[config.mk]
export PLATFORM = sky130hd
export DESIGN_NAME = page_latch
export DESIGN_NICKNAME = d
export VERILOG_FILES = /design/src/hdl/flash_pkg.sv /design/src/hdl/page_latch.sv
export VERILOG_INCLUDE_DIRS = /design/src /design/src/hdl
export SDC_FILE = /design/constraint.sdc
export NUM_CORES = 1
export LEC_CHECK = 0
export ABC_AREA = 0
export BUFFER_PORTS_ARGS = -buffer_cell sky130_fd_sc_hd__buf_4
export CAP_MARGIN = 25
export CORE_MARGIN = 3
export CORE_UTILIZATION = 60
export CTS_BUF_LIST = sky130_fd_sc_hd__clkbuf_16
export DETAILED_ROUTE_END_ITERATION = 10
export PLACE_DENSITY = 0.89
export RECOVER_POWER = 50
export SLEW_MARGIN = 10
export SYNTH_ARGS = -nofsm -noshare
export SYNTH_HDL_FRONTEND = slang
export SYNTH_SLANG_ARGS = --single-unit
[constraint.sdc]
create_clock -name se_enable -period 5.6 [get_ports se_enable]
set_clock_uncertainty 0.15 [all_clocks]
set_input_delay 0.56 -clock se_enable [delete_from_list [all_inputs] [get_ports se_enable]]
set_output_delay 0.56 -clock se_enable [all_outputs]
set_load 0.02 [all_outputs]
[src/hdl/flash_macros.svh]
// ------------------------------
// flash array geometry, apb bus widths and register offsets
// included by the package and by every rtl block that needs sizes
// ------------------------------
`ifndef FLASH_MACROS_SVH
`define FLASH_MACROS_SVH

// array geometry, sizes in bytes
`define FLASH_DATA_W      8
`define FLASH_ADDR_W      8
`define FLASH_DEPTH       256
`define FLASH_PAGE_LEN    16
`define FLASH_SECTOR_LEN  64

// apb bus
`define APB_ADDR_W        8
`define APB_DATA_W        32

// register offsets
`define REG_ADDR          8'h00
`define REG_WDATA         8'h04
`define REG_CMD           8'h08
`define REG_RDATA         8'h0C
`define REG_STATUS        8'h10

`endif
[src/hdl/flash_pkg.sv]
// ------------------------------
// shared types for the flash array and its apb front end
// modules import it inside their body, ports use scoped names
// ------------------------------
`include "flash_macros.svh"

package flash_pkg;

   // ------------------------------
   // operations run by the array engine
   // ------------------------------
   // codes 1..3 written to the cmd register map onto these directly
   typedef enum logic [1:0]
   {
      OP_NONE         = 2'd0,
      OP_PROGRAM      = 2'd1,
      OP_SECTOR_ERASE = 2'd2,
      OP_BULK_ERASE   = 2'd3
   } flash_op_t;

   // ------------------------------
   // data and address types
   // ------------------------------
   // one array byte
   typedef logic [`FLASH_DATA_W-1:0] flash_data_t;
   // byte address into the array
   typedef logic [`FLASH_ADDR_W-1:0] flash_addr_t;
   // byte index inside a page
   typedef logic [$clog2(`FLASH_PAGE_LEN)-1:0] page_idx_t;
   // apb data word
   typedef logic [`APB_DATA_W-1:0] apb_data_t;

endpackage

[src/hdl/page_latch.sv]
// ------------------------------
// page program buffer, one page of bytes
// written from the registers, read by the array engine
// ------------------------------
`timescale 1ns/1ns
`include "flash_macros.svh"

module page_latch
(
   input  logic                    se_enable,
   input  logic                    read_enable,
   input  logic                    lat_we,
   input  flash_pkg::page_idx_t    lat_widx,
   input  flash_pkg::flash_data_t  lat_wdata,
   input  flash_pkg::page_idx_t    lat_ridx,
   output flash_pkg::flash_data_t  lat_rdata,
   input  flash_pkg::flash_op_t    op,
   input  logic                    done
);

   import flash_pkg::*;

   flash_data_t lat [`FLASH_PAGE_LEN];
   logic        clear;

   // a finished program empties the buffer
   assign clear = done && (op == OP_PROGRAM);

   always_ff @(posedge se_enable or posedge read_enable)
   begin
      if (read_enable)
      begin
         for (int i = 0; i < `FLASH_PAGE_LEN; i++)
         begin
            lat[i] <= '1;
         end
      end
      else
      begin
         if (clear)
         begin
            for (int i = 0; i < `FLASH_PAGE_LEN; i++)
            begin
               lat[i] <= '1;
            end
         end
         // a byte written in the clear cycle survives it
         if (lat_we)
         begin
            lat[lat_widx] <= lat_wdata;
         end
      end
   end

   // combinational read for the program walk
   assign lat_rdata = lat[lat_ridx];

endmodule

==> out/results.tsv <==
metric	value	unit
WL per Instance	25.4	um
# setup viols final	0	
cts-stage hold buffer count	0	
RSZ-0062 raised after global routing	no	
power per cell area	366	nW/um^2
Most flops, register	lat	
# Post-CTS Setup Buffers	0	
CP Launch Type	input port	
clk slew on worst S/H paths	0.06	ns
Worst Tran Pin Value	3.23	ns
Clock Latency Late Sink	0.42	ns
Multi-input gate area	2630	sq um
Hold Path Class	reg2reg	
root buffer cell	clkbuf_16	
core area	10000	sq um
count of flip-flops with a built-in enable after synthesis	0	
Tcrit/Tclk final	69.3	%
Worst Setup Path Type	in2reg	
post-CTS sizing	0	
FP Rows	36	
ANT nets after route	0	
DPL Wire Length	10200	um
Die H	109	um
synth cell count leaders	dfstp_2, o22ai_1, o21ai_1	
syn avg cell area	11.6	sq um
area of the die	11800	sq um
top-area cell type share of the netlist area	53.2	%
GRT Resource Usage Total	30.5	%
Critical Path Fanout Max	84	
CTS Sinks	128	
Tmin final	3.88	ns
gr ovfl total	0	
Slew headroom	-116	%
WL final	17300	um
ys async rst share	100	%
top-count cell post-synth	dfstp_2	
Main synth FF type	dfstp_2	
vias in the first global route	4965	
distinct cell type count after synthesis	28	
area leader, netlist	dfstp_2	
Tot Pwr	2.56	mW
Critical Path RT	5.79	ns
fillcell total	624	
final routed DRC violation total	0	
Final Hold Vio Count	0	
# port buffers	29	
worst vdd ir	0.257	mV
largest net degree at the start of global routing	85	
nets@finish	557	
Area Growth Syn to Fin	10.7	%
Mapped Area	6320	sq um
failing checks	capacitance limit, slew limit	
Post-Syn Nets	565	
FMAX	0.258	GHz
final setup TNS	0	ns
GPL Wtd Cong	0.841	
number of diodes	0	
outcome	complete, but fails checks	
Yosys reg bits	128	
Post-Synthesis Cells	543	
drt pass-1 iters	6	
Pins Over Slew Limit	162	
post-detailed-route via-to-cell ratio	7.38	
Vias	5027	
Die Wd	109	um
global-route wire length before repair	26800	um
max reg flops	128	
Leak	2.76	nW
Arrival @ worst endpoint	4.07	ns
CTS tree	built	
register area share after synthesis	53.2	%
H-tree Lvls	4	
main area contributors after synthesis	dfstp_2, mux4_2, o22ai_1, mux2i_1, o21ai_1	
Max Cap Violations	2	
CTS buffer count	17	
Ys Warns	0	
io pins	30	
share of cells above drive strength 1	41.1	%
biggest regs	lat: 128 flops	
initial core utilization	63.2	%
register area	3360	sq um
Crit. End Element	flop	
Max clock buf depth	2	
initial antenna violation count	0	
drt initial violations	737	
==> worst max-delay path, cell delays in order <==
cell	delay, ns
clkbuf_4	0.11
and3b_1	2.33
buf_4	0.71
nor2_1	0.12
mux2i_1	0.21
==> worst paths after layout <==
check | startpoint | end | slack (ns) | cells past startpoint
worst max-delay path | op[1] | lat[101] | 1.72 | 5
worst min-delay path | lat[57] | lat[57] | 0.38 | 2
worst max register to register | lat[120] | lat[120] | 4.45 | 2
worst min register to register | lat[57] | lat[57] | 0.38 | 2
max in group asynchronous | read_enable | lat[124] | 2.21 | 3
min in group asynchronous | read_enable | lat[12] | 1.73 | 2
==> cell families after synthesis <==
logic type      synth area share, %
simple gates                   6.02
flops                          53.2
mux                            17.7
compound gates                 17.9
buf+inv                        5.13
==> layer usage <==
metal | share of wire (%) | global-route usage [%] | wire length [um]
met1 | 38 | 41.7 | 6560
met2 | 47 | 45.6 | 8190
met3 | 11 | 7.87 | 1920
met4 | 3.6 | 15.7 | 616
met5 | 0 | 0 | 0
==> cell type report <==
cell class	count	area share [%]
clock buffers	17	6.08
clock inverters	15	1.31
inverters	9	0.501
multi-input cells	342	37.6
flip-flops and latches	128	48.1
well taps	133	2.38
repair buffers	37	4.04
==> power breakdown <==
group / switching, mW / internal [mW] / total (mW) / leakage, nW
clock network: 0.394 / 0.589 / 0.983 / 0.280
registers: 0.0738 / 1.12 / 1.20 / 1.35
logic: 0.209 / 0.170 / 0.379 / 1.13
total: 0.677 / 1.88 / 2.56 / 2.76
==> stage by stage <==
stage	instances	instance area [sq um]	setup WS (ns)	util, %	hold WS, ns
finish	681	7000	1.72	70.0	0.381
CTS	678	6970	2.63	69.7	0.386
detailed placement	646	6460	2.63	64.6	0.374
global route	681	7000	1.53	70.0	0.404
floorplan	543	6320	2.55	-	0.352
global placement	646	6460	2.65	64.6	0.364
==> cell usage in the layout, fill, tap and decap left out, drive strengths merged <==
| cell | instances |
|---|---|
| nor3 | 1 |
| and3b | 1 |
| mux2i | 40 |
| mux4 | 32 |
| nand2b | 6 |
| nand3b | 2 |
| nor3b | 1 |
| o22ai | 72 |
| nand3 | 2 |
| or3 | 2 |
| inv | 15 |
| or2 | 6 |
| nand2 | 9 |
| buf | 34 |
| clkinv | 6 |
| dfstp | 128 |
| clkinvlp | 2 |
| nor2 | 42 |
| and2 | 2 |
| a22oi | 16 |
| a211oi | 16 |
| a21oi | 16 |
| o21ai | 72 |
| and3 | 1 |
| clkbuf | 20 |
| nor2b | 3 |
| bufinv | 1 |
(Power assumes the default switching activity.)
