$ cat config.mk
export PLATFORM = sky130hd
export DESIGN_NAME = flash_apb_regs
export DESIGN_NICKNAME = d
export VERILOG_FILES = /design/src/hdl/flash_pkg.sv /design/src/hdl/flash_apb_regs.sv
export VERILOG_INCLUDE_DIRS = /design/src /design/src/hdl
export SDC_FILE = /design/constraint.sdc
export NUM_CORES = 1
export LEC_CHECK = 0
export BUFFER_PORTS_ARGS = -buffer_cell sky130_fd_sc_hd__buf_2
export CORE_MARGIN = 2
export CORE_UTILIZATION = 38
export CTS_CLUSTER_DIAMETER = 50
export CTS_CLUSTER_SIZE = 40
export DETAILED_ROUTE_END_ITERATION = 8
export PLACE_DENSITY = 0.78
export SLEW_MARGIN = 20
export SYNTH_ARGS = -nofsm -noshare
export SYNTH_HDL_FRONTEND = slang
export SYNTH_SLANG_ARGS = --single-unit
export TNS_END_PERCENT = 1
$ cat constraint.sdc
create_clock -name se_enable -period 2.3 [get_ports se_enable]
set_input_delay 0.115 -clock se_enable [delete_from_list [all_inputs] [get_ports se_enable]]
set_output_delay 0.115 -clock se_enable [all_outputs]
set_load 0.005 [all_outputs]
$ cat src/hdl/flash_macros.svh
// ------------------------------
// flash array geometry, apb bus widths and register offsets
// included by the package and by every rtl block that needs sizes
// ------------------------------
`ifndef FLASH_MACROS_SVH
`define FLASH_MACROS_SVH

// array geometry, sizes in bytes
`define FLASH_DATA_W      8
`define FLASH_ADDR_W      8
`define FLASH_DEPTH       256
`define FLASH_PAGE_LEN    16
`define FLASH_SECTOR_LEN  64

// apb bus
`define APB_ADDR_W        8
`define APB_DATA_W        32

// register offsets
`define REG_ADDR          8'h00
`define REG_WDATA         8'h04
`define REG_CMD           8'h08
`define REG_RDATA         8'h0C
`define REG_STATUS        8'h10

`endif
$ cat src/hdl/flash_pkg.sv
// ------------------------------
// shared types for the flash array and its apb front end
// modules import it inside their body, ports use scoped names
// ------------------------------
`include "flash_macros.svh"

package flash_pkg;

   // ------------------------------
   // operations run by the array engine
   // ------------------------------
   // codes 1..3 written to the cmd register map onto these directly
   typedef enum logic [1:0]
   {
      OP_NONE         = 2'd0,
      OP_PROGRAM      = 2'd1,
      OP_SECTOR_ERASE = 2'd2,
      OP_BULK_ERASE   = 2'd3
   } flash_op_t;

   // ------------------------------
   // data and address types
   // ------------------------------
   // one array byte
   typedef logic [`FLASH_DATA_W-1:0] flash_data_t;
   // byte address into the array
   typedef logic [`FLASH_ADDR_W-1:0] flash_addr_t;
   // byte index inside a page
   typedef logic [$clog2(`FLASH_PAGE_LEN)-1:0] page_idx_t;
   // apb data word
   typedef logic [`APB_DATA_W-1:0] apb_data_t;

endpackage

$ cat src/hdl/flash_apb_regs.sv
// ------------------------------
// apb slave of the flash model
// keeps the address pointer, decodes the register map, launches operations
// and stretches the access phase for array reads and busy commands
// ------------------------------
`timescale 1ns/1ns
`include "flash_macros.svh"

module flash_apb_regs
(
   input  logic                    se_enable,
   input  logic                    read_enable,
   input  logic [`APB_ADDR_W-1:0]  paddr,
   input  logic                    psel,
   input  logic                    penable,
   input  logic                    pwrite,
   input  flash_pkg::apb_data_t    pwdata,
   output flash_pkg::apb_data_t    prdata,
   output logic                    pready,
   output logic                    pslverr,
   output logic                    start,
   output flash_pkg::flash_op_t    op,
   output flash_pkg::flash_addr_t  op_addr,
   input  logic                    busy,
   input  logic                    done,
   output logic                    rd_req,
   output flash_pkg::flash_addr_t  rd_addr,
   input  flash_pkg::flash_data_t  rd_data,
   input  logic                    rd_valid,
   output logic                    lat_we,
   output flash_pkg::page_idx_t    lat_widx,
   output flash_pkg::flash_data_t  lat_wdata
);

   import flash_pkg::*;

   localparam int IDX_W = $bits(page_idx_t);

   flash_addr_t ptr;
   flash_op_t   op_q;
   flash_op_t   cmd_op;
   logic        cmd_ok;
   logic        access;
   page_idx_t   widx_next;

   assign access    = psel & penable;
   // command code straight from the bus, only 1..3 are legal
   assign cmd_op    = flash_op_t'(pwdata[1:0]);
   assign cmd_ok    = (pwdata[`APB_DATA_W-1:2] == '0) && (pwdata[1:0] != 2'd0);
   // the latch index wraps inside the page, upper pointer bits stay
   assign lat_widx  = ptr[IDX_W-1:0];
   assign widx_next = lat_widx + 1'b1;
   assign lat_wdata = pwdata[`FLASH_DATA_W-1:0];
   // operations and reads both work at the pointer
   assign op_addr   = ptr;
   assign rd_addr   = ptr;
   // the engine samples op together with start, later it sees the held code
   assign op        = start ? cmd_op : op_q;

   // ------------------------------
   // access decode
   // ------------------------------
   always_comb
   begin
      pready  = 1'b0;
      pslverr = 1'b0;
      prdata  = '0;
      start   = 1'b0;
      rd_req  = 1'b0;
      lat_we  = 1'b0;
      if (access)
      begin
         case (paddr)
            `REG_ADDR:
            begin
               pready = 1'b1;
               prdata = apb_data_t'(ptr);
            end
            `REG_WDATA:
            begin
               pready = 1'b1;
               lat_we = pwrite;
            end
            `REG_CMD:
            begin
               if (!pwrite)
               begin
                  // read back the operation in flight
                  pready = 1'b1;
                  prdata = apb_data_t'(op_q);
               end
               else if (!cmd_ok)
               begin
                  pready  = 1'b1;
                  pslverr = 1'b1;
               end
               else
               begin
                  // back-pressure until the engine is idle
                  pready = !busy;
                  start  = !busy;
               end
            end
            `REG_RDATA:
            begin
               if (pwrite)
               begin
                  pready  = 1'b1;
                  pslverr = 1'b1;
               end
               else if (rd_valid)
               begin
                  pready = 1'b1;
                  prdata = apb_data_t'(rd_data);
               end
               else
               begin
                  // one request per access, held off while busy
                  rd_req = !busy;
               end
            end
            `REG_STATUS:
            begin
               pready  = 1'b1;
               pslverr = pwrite;
               prdata  = apb_data_t'(busy);
            end
            default:
            begin
               pready  = 1'b1;
               pslverr = 1'b1;
            end
         endcase
      end
   end

   // ------------------------------
   // pointer and held operation
   // ------------------------------
   always_ff @(posedge se_enable or posedge read_enable)
   begin
      if (read_enable)
      begin
         ptr  <= '0;
         op_q <= OP_NONE;
      end
      else
      begin
         // an access flagged with pslverr leaves the pointer alone
         if (access && pready && !pslverr)
         begin
            case (paddr)
               `REG_ADDR:
               begin
                  if (pwrite)
                  begin
                     ptr <= pwdata[`FLASH_ADDR_W-1:0];
                  end
               end
               `REG_WDATA:
               begin
                  if (pwrite)
                  begin
                     ptr <= {ptr[`FLASH_ADDR_W-1:IDX_W], widx_next};
                  end
               end
               `REG_RDATA:
               begin
                  // rolls over from the top of the array to zero
                  ptr <= ptr + 1'b1;
               end
               default:
               begin
                  ptr <= ptr;
               end
            endcase
         end
         // op_q stays valid through the done cycle for the page latch
         if (start)
         begin
            op_q <= cmd_op;
         end
         else if (done)
         begin
            op_q <= OP_NONE;
         end
      end
   end

endmodule

==> impl_metrics.tcl <==
set metrics [dict create \
    status "complete, no violations" \
    antenna_found_initial 0 \
    cts.htree.levels 1 \
    area_growth_pct 25.7 \
    postSynthCellCount 177 \
    layout_common_cells "buf_2 (98), conb_1 (24), nor2_1 (18), nand2_1 (11)" \
    multi_input_area_um2 837 \
    ys.flop_type "dfrtp_1" \
    synth-edff-count 0 \
    wl_um 3790 \
    cp.arrival_ns 2.06 \
    clockBufferDepth 2 \
    n_fill_cell 367 \
    p_per_area_mw_per_mm2 280 \
    ys.warnings.count 0 \
    layoutNonFillerInstCount 303 \
    io_pins 123 \
    io_buffers 98 \
    layout-drive-gt1-share_pct 45.5 \
    clkTransAtPathRegs_ns 0.07 \
    final_antenna_net_count 0 \
    die_area_mm2 0.00413 \
    grt_usage_pct 17.1 \
    row_count 21 \
    max_cap_violations 0 \
    clockRootBuffer "clkbuf_4" \
    finClkSkew_ns 0.00165 \
    syn_area_mm2 0.00138 \
    drv_slew 0 \
    crit_fanout 5 \
    place.gp.congestion 0.906 \
    async_flop_share_pct 100 \
    avgRoutedWirePerCell_um 12.5 \
    end_kind "primary output" \
    die_height_um 64.3 \
    synth_area_per_cell_um2 7.80 \
    timing.final.ws_setup_ns 0.124 \
    grt_pass1_wl_um 5660 \
    synth.distinct_cells 38 \
    setup_violations 0 \
    relSlewSlack_pct 60.3 \
    overflow 0 \
    fin_crit_ns 2.18 \
    dp.cells 298 \
    grt_max_degree 11 \
    dpl.hpwl_um 3120 \
    dr.first_iter.drc_count 37 \
    regArea_um2 250 \
    clkSinkCount 10 \
    critPathRequiredTime_ns 2.18 \
    yosysSeqAreaShare_pct 18.1 \
    cts_made_buffers 3 \
    crit_path_start_kind "input port" \
    initial_core_util_pct 40.4 \
    ir_drop_uv 114 \
    period_share_pct 94.6 \
    clk_latency_ns 0.27 \
    finalSetupTns_ns 0 \
    ys_ff_latch 10 \
    yosysTopAreaCell "buf_4" \
    dieWidth_um 64.3 \
    coreArea_mm2 0.00342 \
    crit_type "input port to primary output" \
    layout.cells.most_common "buf_2" \
    viasPerCell 4.92 \
    antennaDiodeCount 0 \
    timing.fmax_mhz 460 \
    drc 0 \
    ys_top_cells_by_area "buf_4 (24%), dfrtp_1 (18%), a22oi_1 (5.4%)" \
    p_leak_nw 0.970 \
    dr.pass1.iters 4 \
    tightest_slew_ns 0.593 \
    grt_pass1_vias 1243 \
    hp-class "input port to register" \
    synth_top_area_share_pct 23.9 \
    dp_slack_ns 0.0411 \
    tritoncts "yes" \
    vias 1490 \
    worst_hold_slack_ns 0.119 \
    timing_hold_violations_final 0 \
    grt_setup_unrepaired "no" \
    num-nets-final 315 \
]
==> path summary, 6_finish.rpt <==
check | from | end | slack (ns) | depth (start not counted)
worst max-delay path | pwdata[7] | op[1] | 0.12 | 7
worst min-delay path | pwdata[0] | op_addr[0] | 0.12 | 3
worst max register to register | op_addr[0] | op_addr[7] | 0.66 | 5
worst min register to register | op_addr[7] | op_addr[7] | 0.59 | 1
max in group asynchronous | read_enable | op_addr[0] | 1.64 | 3
min in group asynchronous | read_enable | op_addr[5] | 0.37 | 3
==> per-stage QoR <==
step	area, um2	power [mW]	util, %
6_report	1730	0.486	50.8
3_3_place_gp	1680	0.320	49.2
3_5_place_dp	1680	0.322	49.2
4_1_cts	1730	0.485	50.5
2_1_floorplan	1470	0.289	-
5_1_grt	1730	0.506	50.8
==> layout make-up <==
| cell class | instances | area share, % |
|---|---|---|
| Timing Repair Buffer | 104 | 31.0 |
| Multi-Input combinational cell | 135 | 48.3 |
| Sequential cell | 10 | 14.4 |
| Inverter | 4 | 0.866 |
| Clock buffer | 4 | 2.09 |
| Tap cell | 46 | 3.32 |
==> flip-flops by register name, indices dropped and copies added (netlist names) <==
register / flops
op_addr: 8
op_q: 2
==> Yosys cell counts (3+ instances only) <==
library cell / count
a21oi_1: 4
a22o_1: 7
a22oi_1: 10
and3_1: 4
buf_4: 44
clkbuf_1: 4
dfrtp_1: 10
inv_1: 4
mux2_4: 4
mux2i_1: 3
nand2_1: 11
nand3_1: 4
nor2_1: 18
nor3_1: 4
nor4_1: 7
o21ai_0: 7
o31ai_1: 4
or3_1: 3
or4_1: 3
==> layer usage <==
metal	vias to the layer above	GRT usage (%)	routed length, um
li1	741	-	-
met1	665	22.8	1650
met2	79	29.0	1810
met3	5	2.64	289
met4	0	3.99	34
met5	-	0	0
==> critical path: stages <==
cell	delay (ns)
buf_2	0.11
or4_1	0.55
nor4_1	0.21
nand4_1	0.18
or3_4	0.46
mux2_4	0.31
buf_2	0.13
==> timing repair <==
item	CTS	global route
setup endpoints to repair	0	3
resized for setup	0	2
buffers inserted	0	0
hold buffers	1	0
hold endpoints to repair	10	0
==> kinds of logic after synthesis <==
family / Yosys count / synth area share (%)
AO/OA/AOI/OAI: 35 / 17.9
adder cells (fa/ha/maj): 1 / 0.906
buffers and inverters: 55 / 28.1
flip-flops: 10 / 18.1
multiplexers: 7 / 6.53
other: 1 / 0.272
AND/OR/NAND/NOR: 68 / 28.2
==> report_power, final <==
| group | internal, mW | switching (mW) | total [mW] |
|---|---|---|---|
| logic | 0.0638 | 0.0685 | 0.132 |
| registers | 0.180 | 0.00873 | 0.189 |
| clock network | 0.0962 | 0.0689 | 0.165 |
| total | 0.340 | 0.146 | 0.486 |
Note: power is estimated with default switching activity, not from simulation.
